$ cat src/source/csr_pkg.sv
package csr_pkg;

    typedef logic [31:0] word_t;
    typedef logic [11:0] csr_addr_t;
    typedef logic [4:0]  reg_idx_t;
    typedef logic [2:0]  csr_op_t;

    // Operation codes handed from decode to execute
    localparam csr_op_t OP_NONE  = 3'd0;
    localparam csr_op_t OP_RW    = 3'd1;
    localparam csr_op_t OP_RS    = 3'd2;
    localparam csr_op_t OP_RC    = 3'd3;
    localparam csr_op_t OP_ECALL = 3'd4;
    localparam csr_op_t OP_MRET  = 3'd5;

    // Machine CSR addresses
    localparam csr_addr_t CSR_MSTATUS   = 12'h300;
    localparam csr_addr_t CSR_MTVEC     = 12'h305;
    localparam csr_addr_t CSR_MEPC      = 12'h341;
    localparam csr_addr_t CSR_MCAUSE    = 12'h342;
    localparam csr_addr_t CSR_MVENDORID = 12'hF11;
    localparam csr_addr_t CSR_MARCHID   = 12'hF12;

    localparam word_t MVENDORID_VALUE = 32'h79737978;
    localparam word_t MARCHID_VALUE   = 32'h23060124;

    // Environment call from M-mode
    localparam word_t MCAUSE_ECALL_M = 32'd11;

    localparam int MSTATUS_MIE    = 3;
    localparam int MSTATUS_MPIE   = 7;
    localparam int MSTATUS_MPP_LO = 11;

    localparam logic [6:0] OPCODE_SYSTEM = 7'b1110011;

    // Full encodings of the two privileged instructions handled here
    localparam word_t INSTR_ECALL = 32'h00000073;
    localparam word_t INSTR_MRET  = 32'h30200073;

endpackage

$ cat src/source/sys_op_if.sv
`timescale 1ns/100ps

interface sys_op_if
    import csr_pkg::*;
();

    logic      valid;
    csr_op_t   op;
    csr_addr_t csr_addr;
    reg_idx_t  rd;
    word_t     src;
    // rs1 field is x0 or the immediate is zero
    logic      src_zero;
    word_t     pc;

    modport producer (
        output valid, op, csr_addr, rd, src, src_zero, pc
    );

    modport consumer (
        input valid, op, csr_addr, rd, src, src_zero, pc
    );

endinterface

$ cat src/source/sys_decode.sv
`timescale 1ns/100ps

module sys_decode
    import csr_pkg::*;
(
    input  logic       clock,
    input  logic       reset,
    input  logic       i_valid,
    input  word_t      i_instr,
    input  word_t      i_pc,
    input  word_t      i_rs1_data,
    sys_op_if.producer o_op
);

    logic [6:0] opcode;
    logic [2:0] funct3;
    reg_idx_t   rd_idx;
    reg_idx_t   rs1_idx;
    csr_addr_t  csr_addr;
    csr_op_t    op_next;
    word_t      src_next;

    assign opcode   = i_instr[6:0];
    assign rd_idx   = i_instr[11:7];
    assign funct3   = i_instr[14:12];
    assign rs1_idx  = i_instr[19:15];
    assign csr_addr = i_instr[31:20];

    // funct3[1:0] picks the CSR access kind, funct3[2] the immediate form
    always_comb begin
        op_next = OP_NONE;
        if (i_instr == INSTR_ECALL) begin
            op_next = OP_ECALL;
        end else if (i_instr == INSTR_MRET) begin
            op_next = OP_MRET;
        end else if (opcode == OPCODE_SYSTEM) begin
            case (funct3[1:0])
                2'b01:   op_next = OP_RW;
                2'b10:   op_next = OP_RS;
                2'b11:   op_next = OP_RC;
                default: op_next = OP_NONE;
            endcase
        end
    end

    // Zero-extended uimm sits in the rs1 field
    assign src_next = funct3[2] ? {27'd0, rs1_idx} : i_rs1_data;

    always_ff @(posedge clock) begin
        if (reset) begin
            o_op.valid <= 1'b0;
        end else begin
            o_op.valid <= i_valid;
        end
    end

    always_ff @(posedge clock) begin
        if (i_valid) begin
            o_op.op       <= op_next;
            o_op.csr_addr <= csr_addr;
            o_op.rd       <= rd_idx;
            o_op.src      <= src_next;
            o_op.src_zero <= (rs1_idx == 5'd0);
            o_op.pc       <= i_pc;
        end
    end

endmodule

$ cat src/source/csr_register_file.sv
`timescale 1ns/100ps

module csr_register_file
    import csr_pkg::*;
(
    input  logic      clock,
    input  logic      reset,
    input  logic      i_csr_wen,
    input  csr_addr_t i_csr_waddr,
    input  word_t     i_csr_wdata,
    input  csr_addr_t i_csr_raddr,
    output word_t     o_csr_rdata,
    input  logic      i_ecall,
    input  logic      i_mret,
    input  word_t     i_pc,
    output logic      o_redirect,
    output word_t     o_redirect_pc
);

    word_t mstatus;
    word_t mepc;
    word_t mcause;
    word_t mtvec;

    always_ff @(posedge clock) begin
        if (reset) begin
            mstatus <= '0;
            mepc    <= '0;
            mcause  <= MCAUSE_ECALL_M;
            mtvec   <= '0;
        end else if (i_ecall) begin
            mepc   <= i_pc;
            mcause <= MCAUSE_ECALL_M;
            // Stack MIE into MPIE and enter M-mode with interrupts off
            mstatus[MSTATUS_MPIE]         <= mstatus[MSTATUS_MIE];
            mstatus[MSTATUS_MIE]          <= 1'b0;
            mstatus[MSTATUS_MPP_LO +: 2]  <= 2'b11;
        end else if (i_mret) begin
            mstatus[MSTATUS_MIE]          <= mstatus[MSTATUS_MPIE];
            mstatus[MSTATUS_MPIE]         <= 1'b1;
            mstatus[MSTATUS_MPP_LO +: 2]  <= 2'b00;
        end else if (i_csr_wen) begin
            case (i_csr_waddr)
                CSR_MSTATUS: mstatus <= i_csr_wdata;
                CSR_MEPC:    mepc    <= i_csr_wdata;
                CSR_MCAUSE:  mcause  <= i_csr_wdata;
                CSR_MTVEC:   mtvec   <= i_csr_wdata;
                default: begin
                end
            endcase
        end
    end

    // Identity registers are constants, unmapped space reads zero
    always_comb begin
        case (i_csr_raddr)
            CSR_MVENDORID: o_csr_rdata = MVENDORID_VALUE;
            CSR_MARCHID:   o_csr_rdata = MARCHID_VALUE;
            CSR_MSTATUS:   o_csr_rdata = mstatus;
            CSR_MEPC:      o_csr_rdata = mepc;
            CSR_MCAUSE:    o_csr_rdata = mcause;
            CSR_MTVEC:     o_csr_rdata = mtvec;
            default:       o_csr_rdata = '0;
        endcase
    end

    // Target comes from the pre-update value
    assign o_redirect    = i_ecall | i_mret;
    assign o_redirect_pc = i_ecall ? mtvec : mepc;

endmodule

$ cat src/source/csr_execute.sv
`timescale 1ns/100ps

module csr_execute
    import csr_pkg::*;
(
    input  logic       clock,
    input  logic       reset,
    sys_op_if.consumer i_op,
    output logic       o_valid,
    output logic       o_rd_wen,
    output reg_idx_t   o_rd_addr,
    output word_t      o_rd_data,
    output logic       o_redirect,
    output word_t      o_redirect_pc
);

    logic  is_csr_op;
    logic  csr_wen;
    word_t csr_rdata;
    word_t csr_wdata;
    logic  ecall;
    logic  mret;
    logic  redirect;
    word_t redirect_pc;

    assign is_csr_op = i_op.valid &&
                       ((i_op.op == OP_RW) || (i_op.op == OP_RS) || (i_op.op == OP_RC));

    assign ecall = i_op.valid && (i_op.op == OP_ECALL);
    assign mret  = i_op.valid && (i_op.op == OP_MRET);

    always_comb begin
        case (i_op.op)
            OP_RS:   csr_wdata = csr_rdata | i_op.src;
            OP_RC:   csr_wdata = csr_rdata & ~i_op.src;
            default: csr_wdata = i_op.src;
        endcase
    end

    // Set and clear with a zero source leave the CSR untouched
    assign csr_wen = is_csr_op && ((i_op.op == OP_RW) || !i_op.src_zero);

    csr_register_file u_csr_register_file (
        .clock         (clock),
        .reset         (reset),
        .i_csr_wen     (csr_wen),
        .i_csr_waddr   (i_op.csr_addr),
        .i_csr_wdata   (csr_wdata),
        .i_csr_raddr   (i_op.csr_addr),
        .o_csr_rdata   (csr_rdata),
        .i_ecall       (ecall),
        .i_mret        (mret),
        .i_pc          (i_op.pc),
        .o_redirect    (redirect),
        .o_redirect_pc (redirect_pc)
    );

    always_ff @(posedge clock) begin
        if (reset) begin
            o_valid    <= 1'b0;
            o_rd_wen   <= 1'b0;
            o_redirect <= 1'b0;
        end else begin
            o_valid    <= i_op.valid;
            o_rd_wen   <= is_csr_op && (i_op.rd != 5'd0);
            o_redirect <= redirect;
        end
    end

    // Retire payload, meaningful only alongside the strobes above
    always_ff @(posedge clock) begin
        if (i_op.valid) begin
            o_rd_addr     <= i_op.rd;
            o_rd_data     <= csr_rdata;
            o_redirect_pc <= redirect_pc;
        end
    end

endmodule

$ cat src/source/csr_pipe.sv
`timescale 1ns/100ps

module csr_pipe
    import csr_pkg::*;
(
    input  logic     clock,
    input  logic     reset,
    input  logic     i_valid,
    input  word_t    i_instr,
    input  word_t    i_pc,
    input  word_t    i_rs1_data,
    output logic     o_valid,
    output logic     o_rd_wen,
    output reg_idx_t o_rd_addr,
    output word_t    o_rd_data,
    output logic     o_redirect,
    output word_t    o_redirect_pc
);

    // Decoded operation between the two stages
    sys_op_if u_op_if ();

    sys_decode u_sys_decode (
        .clock      (clock),
        .reset      (reset),
        .i_valid    (i_valid),
        .i_instr    (i_instr),
        .i_pc       (i_pc),
        .i_rs1_data (i_rs1_data),
        .o_op       (u_op_if.producer)
    );

    csr_execute u_csr_execute (
        .clock         (clock),
        .reset         (reset),
        .i_op          (u_op_if.consumer),
        .o_valid       (o_valid),
        .o_rd_wen      (o_rd_wen),
        .o_rd_addr     (o_rd_addr),
        .o_rd_data     (o_rd_data),
        .o_redirect    (o_redirect),
        .o_redirect_pc (o_redirect_pc)
    );

endmodule

$ cat config.mk
export PLATFORM = sky130hd
export DESIGN_NAME = csr_pipe
export DESIGN_NICKNAME = d
export VERILOG_FILES = /design/src/source/csr_pkg.sv /design/src/source/sys_op_if.sv /design/src/source/sys_decode.sv /design/src/source/csr_register_file.sv /design/src/source/csr_execute.sv /design/src/source/csr_pipe.sv
export SDC_FILE = /design/constraint.sdc
export NUM_CORES = 1
export LEC_CHECK = 0
export BUFFER_PORTS_ARGS = -buffer_cell sky130_fd_sc_hd__buf_2
export CAP_MARGIN = 0
export CORE_MARGIN = 3
export CORE_UTILIZATION = 30
export DETAILED_ROUTE_END_ITERATION = 16
export GPL_TIMING_DRIVEN = 0
export PLACE_DENSITY_LB_ADDON = 0.12
export SLEW_MARGIN = 20
export SYNTH_ARGS = -nofsm -noshare
export SYNTH_HDL_FRONTEND = slang
export SYNTH_SLANG_ARGS = --single-unit
export TNS_END_PERCENT = 5
$ cat constraint.sdc
create_clock -name clock -period 10.24 [get_ports clock]
set_input_delay 1.536 -clock clock [delete_from_list [all_inputs] [get_ports clock]]
set_output_delay 1.536 -clock clock [all_outputs]
set_load 0.01 [all_outputs]
# == Word-level counts from Yosys, hierarchy flattened ==
# Index checks and enable logic that the tools add are counted.
# classes
n_eq_ne,18
muxes,18
bitwise,7
reduce_logical,26
# op_table
op,count
32-bit case mux with 6 select lines,1
32-bit two-way mux,5
32-bit case mux with 2 select lines,1
"12-bit by 10-bit equality test with 1-bit output, second input constant",4
32-bit bitwise AND,1
"32-bit by 30-bit equality test with 1-bit output, second input constant",1
"32-bit by 7-bit equality test with 1-bit output, second input constant",1
32-bit inverter,1
32-bit OR,1
13-bit two-way mux,2
"12-bit equality test, second input constant",2
4-bit AND reduction,2
2-bit nonzero test,4
"7-bit equality test, second input constant",1
"3-bit by 2-bit equality test with 1-bit output, second input constant",2
"3-bit equality test, second input constant",2
2-bit case mux with 3 select lines,1
3-bit AND reduction,2
3-bit nonzero test,2
1-bit logical AND,5
5-bit zero test,1
1-bit two-way mux,5
5-bit two-way mux,1
5-bit nonzero test,1
12 further kinds,20
# word_totals
regBits,286
input_bits,99
output_inout_bits,72
elab_cells,91

# == Longest topological paths before layout ==
# logic_depth
word_depth,8
depth_mapped,9
ltp_nobuf,6

# == Modules after synthesis ==
# A second synthesis with hierarchy kept.
# unflattened
cells_unflattened,1024
area_unflattened_um2,12172.9
# modules_own_cells
mod,instances,cells_per_inst,area_per_inst_um2,seq_area_each_um2
csr_register_file,1,725,6516.2,2562.5
sys_decode,1,142,2936.6,2572.5
csr_execute,1,157,2720.1,2132.0

# == Worst setup path after synthesis ==
# No wires, ideal clock.
# synth_timing
path_type,register to register
start,register u_sys_decode.o_op.valid
end,register u_csr_execute.u_csr_register_file.mcause[17]
setup_time_ns,0.132
arrival_ns,3.428
required_time_ns,10.108
slack_ns,6.680
path_stages_with_launch,7
path_buffers,2
synth_period_minus_slack_ns,3.560
cell_sequence,dfxtp_1 > nand3_1 > or4_1 > buf_4 > buf_6 > nand3_1 > o21ai_1
# synth_between
elab_chain_cells,3
word_cells_on_any_way,7
classes_between,1 x bitwise; 6 x reduce/logical
# synth_rtl
item,line,text
"start, declared",sys_op_if.sv:17,"output valid, op, csr_addr, rd, src, src_zero, pc"
"start signal, assigned",sys_decode.sv:53,o_op.valid <= i_valid;
"1-bit logical AND, on equally long branches","csr_execute.sv:26, csr_execute.sv:30",
1-bit logical AND / 1-bit inverter (equally long branches),--,
3-bit AND reduction (no source line),--,
"end signal, assigned",csr_register_file.sv:46,CSR_MCAUSE: mcause <= i_csr_wdata;
"end, declared",csr_register_file.sv:22,word_t mcause;
# Several ways; a longest one is shown, not always the timed one.
# A chain may end at the register's enable or synchronous reset.

# == Worst setup path after layout ==
# layout_timing
start,register u_sys_decode.o_op.valid
end,register u_csr_execute.o_redirect_pc[19] (data pin)
# layout_between
elab_chain_cells,2
# layout_rtl
item,line,text
1-bit logical AND,csr_execute.sv:29,assign ecall = i_op.valid && (i_op.op == OP_ECALL);
32-bit two-way mux,csr_register_file.sv:69,assign o_redirect_pc = i_ecall ? mtvec : mepc;
net u_csr_execute.redirect_pc[19],csr_execute.sv:24,word_t redirect_pc;
"end signal, assigned",csr_execute.sv:75,o_redirect_pc <= redirect_pc;
"end, declared",csr_execute.sv:14,output word_t o_redirect_pc
# The timed path passes the listed nets, and every way through them passes these cells.

==> run summary <==
The slowest stage of the critical path is the sky130_fd_sc_hd__clkbuf_1 cell. Summing all multi-input logic gate instances after layout gives 0.00520 mm^2. The tools report the buffer cell driving the clock tree root as sky130_fd_sc_hd__clkbuf_16. After legalization and detailed placement, the total HPWL measured 37.9 mm.

The arrival time at the worst endpoint is 3.61 ns. The worst setup path is launched from a flop. Hold timing on the final database bottoms out at a slack of 0.449 ns. For the area inside the core boundary, the log shows 0.0422 mm^2. The worst hold path belongs to the class flop to flop.

The effective utilization at floorplan was 0.306; the number of resized instances in the post-cts repair step was 0. The startpoint identified for the worst register-to-register timing path is u_sys_decode.o_op.valid. The count of buffers added on input and output ports is 170.

The post-synthesis sequential element count was 286; the layout overhead on the synthesized area was 20.9%. The maximum buffer depth of the clock tree was 3; the total DRC errors in the routed layout was 0. After global routing the overflow that remains totals 0.

The endpoint identified for the worst register-to-register timing path is u_csr_execute.o_redirect_pc[19]. The logs give 0.54 ns for the clock latency on the worst-skew pair and 0 for the total count of max-transition violations in the final report. The worst setup path is captured at a flop.

Static timing analysis puts the maximum clock frequency at 308 MHz. For this design the static power due to leakage is 5.68 nW. The sequential share of the synthesized area was 0.562. For this run, the slowest stage of the critical path takes 0.78 ns.

In the routed layout, each cell is associated on average with a via count of 5.36. The final count of negative-setup-slack endpoints came out at 0. The count of nets left with antenna violations after detail routing was 0.

Among all flip-flop cells after synthesis, the most frequent one is sky130_fd_sc_hd__edfxtp_1. The die is 214 um tall. The part of the cycle the worst path needs is 0.317.

IR analysis of the VDD net gives a maximum drop of 0.000107 V. Count of endpoints failing hold in the final timing report: 0. For the pin with the worst max-slew slack, the measured transition is 1.06 ns. The initialized floorplan defines 75 standard-cell rows. The placer congestion estimate is 0.943. The run gives 0.0129 mm^2 as the post-synthesis cell area. The tools report the die outline area as 0.0456 mm^2.

After detailed routing, the average wire length per cell comes to 25.3 um. In this design, the largest share of critical-path delay is due to buffers and inverters. The tools report the headroom to the max-slew limit as 0.294. On the final layout, the worst clock skew is 0.0229 ns.

The net switching fraction of the power is 0.244. The total clock buffers created by CTS was 35; the number of buffer and inverter instances along the worst setup path was 2. The flow ran to the end, and the final reports show no timing, DRC or antenna violations.

The net count of the finished layout is 1551. Setup total negative slack on the finished layout was measured at 0 ns. The detailed router placed 10800 vias in this run. Dividing total power by cell area gives a power density of 172 mW/mm^2. For this block, the initial DRC count from the detailed router was 973.

sky130_fd_sc_hd__nand2_1 is the most common cell in the netlist. For this design, the sink count on the clock tree is 286. In this run the worst path has a maximum fanout of 25. Entering global routing, the biggest net connects 56 pins. The end point of the most critical hold path was u_csr_execute.u_csr_register_file.mcause[14].

Clock-pin slew was measured on the worst setup and hold paths at 0.06 ns. For the worst flop-to-flop path, the logic depth is 6. The tools report the iteration count of the initial detailed-routing pass as 5. TritonCTS built the clock tree. Cell count of the worst hold path: 2. The distinct cell type count of the synthesized netlist is 67, and the die outline width is 214 um.

The count of boundary I/O pins came out at 171. The number of enable-type register cells in the synthesized netlist was 154. Counting every net in the synthesized netlist gives 1342. For the final wirelength, the log shows 51.1 mm.

Setup repair after global routing left no endpoint under its margin. The worst hold path begins at u_csr_execute.u_csr_register_file.mcause[14]. For the portion of total power attributed to combinational logic, the log shows 0.070.

Yosys attributes the largest share of cell area to sky130_fd_sc_hd__edfxtp_1 36%, sky130_fd_sc_hd__dfxtp_1 20%, sky130_fd_sc_hd__nand2_1 4.6%. Across the run, the number of max-cap violations was 0. The share of the synthesized area in the top cell type was 0.358.

The analysis attributes to net switching a power of 0.000654 W. The final cell utilization of the core is 0.370, and the number of standard cells after synthesis is 1243. The share of power burned in the clock network is 0.453, and the cts-stage hold buffer count is 0. In this run the number of H-tree levels came out at 2. After synthesis, the mean cell area works out to 10.4 um^2.

Traced cell by cell, the critical path runs through nand3b_1 -> nor2_1 -> clkbuf_1 -> clkbuf_1 -> nand2_1 -> nand2_1. The overall fraction of global-route tracks in use is 0.222, and the yosys synthesis warning count is 0. The share of flip-flops with an asynchronous set or reset works out to 0. Required time of the critical path: 10.61 ns. Global-route wire length before repair: 73.2 mm. The fraction of power consumed by sequential logic is 0.477, and the internal reg-to-reg setup slack is 7.00 ns. Internal power of the cells: 0.00203 W. Once the clock tree was built, the setup fixing pass inserted 0 buffers.

The number of global-route vias before repair is 10600, and the sequential standard cell area is 0.00727 mm^2. The share of final-layout standard cells stronger than drive strength 1 works out to 0.200. After synthesis, the most frequently instantiated cells are 157 x sky130_fd_sc_hd__nand2_1, 154 x sky130_fd_sc_hd__edfxtp_1, 132 x sky130_fd_sc_hd__dfxtp_1. The number of inserted filler cells in the final layout came out at 4352. The worst path needs 3.24 ns of the cycle, external delays included. Top cell type by total area after synthesis: sky130_fd_sc_hd__edfxtp_1. The critical path is of the flop to flop type.

The initial antenna violation count is 1.
==> sequential cells by signal, summed over array words and instances, names as in the netlist <==
| register | count |
|---|---|
| u_csr_execute.o_rd_data | 32 |
| u_csr_execute.o_redirect_pc | 32 |
| u_csr_execute.u_csr_register_file.mcause | 32 |
| u_csr_execute.u_csr_register_file.mepc | 32 |
| u_csr_execute.u_csr_register_file.mstatus | 32 |
| u_csr_execute.u_csr_register_file.mtvec | 32 |
| u_sys_decode.o_op.pc | 32 |
| u_sys_decode.o_op.src | 32 |
| u_sys_decode.o_op.csr_addr | 12 |
| u_csr_execute.o_rd_addr | 5 |
| u_sys_decode.o_op.rd | 5 |
| u_sys_decode.o_op.op | 3 |
| u_csr_execute.o_rd_wen | 1 |
| u_csr_execute.o_redirect | 1 |
| u_csr_execute.o_valid | 1 |
| u_sys_decode.o_op.src_zero | 1 |
| u_sys_decode.o_op.valid | 1 |
==> cell type report <==
cell class / instances / share of cell area
Buffer: 100 / 0.0282
Sequential cell: 286 / 0.465
Timing Repair Buffer: 172 / 0.0584
Tap cell: 539 / 0.0432
Multi-Input combinational cell: 854 / 0.333
Clock buffer: 49 / 0.0628
Antenna cell: 1 / 0.000160
Inverter: 3 / 0.000721
Clock inverter: 14 / 0.00825
==> logic make-up (layout without fill, tap and decap cells) <==
| family | Yosys count | count (layout) | share of synthesized area |
|---|---|---|---|
| AOI/OAI and AO/OA | 373 | 373 | 0.189 |
| and+or+nand+nor | 474 | 474 | 0.208 |
| buffers and inverters | 103 | 338 | 0.0349 |
| other | 0 | 1 | 0 |
| muxes | 7 | 7 | 0.00610 |
| DFF | 286 | 286 | 0.562 |
==> placed cells by master (no fill, tap or decap), types with 37 or more instances in the layout <==
master and n:
sky130_fd_sc_hd__clkbuf_1 74, sky130_fd_sc_hd__clkbuf_16 37, sky130_fd_sc_hd__o211ai_1 38, sky130_fd_sc_hd__dfxtp_1 131, sky130_fd_sc_hd__nand2_1 157, sky130_fd_sc_hd__a22oi_1 38
sky130_fd_sc_hd__edfxtp_1 154, sky130_fd_sc_hd__and3b_1 52, sky130_fd_sc_hd__buf_2 197, sky130_fd_sc_hd__a21oi_1 109, sky130_fd_sc_hd__nor2_1 53, sky130_fd_sc_hd__o21ai_1 51
==> per-stage QoR <==
step	cell area (um^2)	std cells	power [W]	setup WS, ns
after CTS	15600	2017	0.00272	6.93
after global placement	14400	1952	0.00149	3.96
after detailed placement	14500	1954	0.00149	6.67
after floorplan	12900	1243	0.00138	6.68
after global routing	15600	2017	0.00278	6.86
final	15600	2018	0.00269	7.00
==> power by group through the flow <==
stage	registers, W	clock network, W	logic [W]
after global routing	0.00129	0.00129	0.000202
after floorplan	0.00130	0	0.0000829
after detailed placement	0.00131	0	0.000188
final	0.00128	0.00122	0.000188
after CTS	0.00128	0.00125	0.000188
after global placement	0.00131	0	0.000181
==> how the worst max path moves through the flow <==
| stage | from | end | slack [ns] | cells after the start |
|---|---|---|---|---|
| 6_report | u_sys_decode.o_op.valid | u_csr_execute.o_redirect_pc[19] | 7.00 | 6 |
| 2_1_floorplan | u_sys_decode.o_op.valid | u_csr_execute.u_csr_register_file.mcause[17] | 6.68 | 6 |
| 4_1_cts | u_sys_decode.o_op.valid | u_csr_execute.o_redirect_pc[19] | 6.93 | 6 |
| 3_5_place_dp | reset | u_csr_execute.u_csr_register_file.mepc[24] | 6.67 | 5 |
| 5_1_grt | u_sys_decode.o_op.valid | u_csr_execute.o_redirect_pc[3] | 6.86 | 6 |
| 3_3_place_gp | u_sys_decode.o_op.valid | u_csr_execute.o_redirect_pc[19] | 3.96 | 6 |
==> routing by layer <==
layer	routed length (um)	track usage	share of wire
met1	23500	0.316	0.46
met2	23000	0.347	0.45
met3	3230	0.0341	0.063
met4	1320	0.0709	0.026
met5	0	0	0
==> worst register-to-register path, stage by stage (launching register included) <==
cell                       delay, ns
sky130_fd_sc_hd__dfxtp_4        0.61
sky130_fd_sc_hd__nand3b_1       0.35
sky130_fd_sc_hd__nor2_1         0.43
sky130_fd_sc_hd__clkbuf_1       0.64
sky130_fd_sc_hd__clkbuf_1       0.78
sky130_fd_sc_hd__nand2_1        0.12
sky130_fd_sc_hd__nand2_1        0.15
Power figures use the tool's default switching activity.
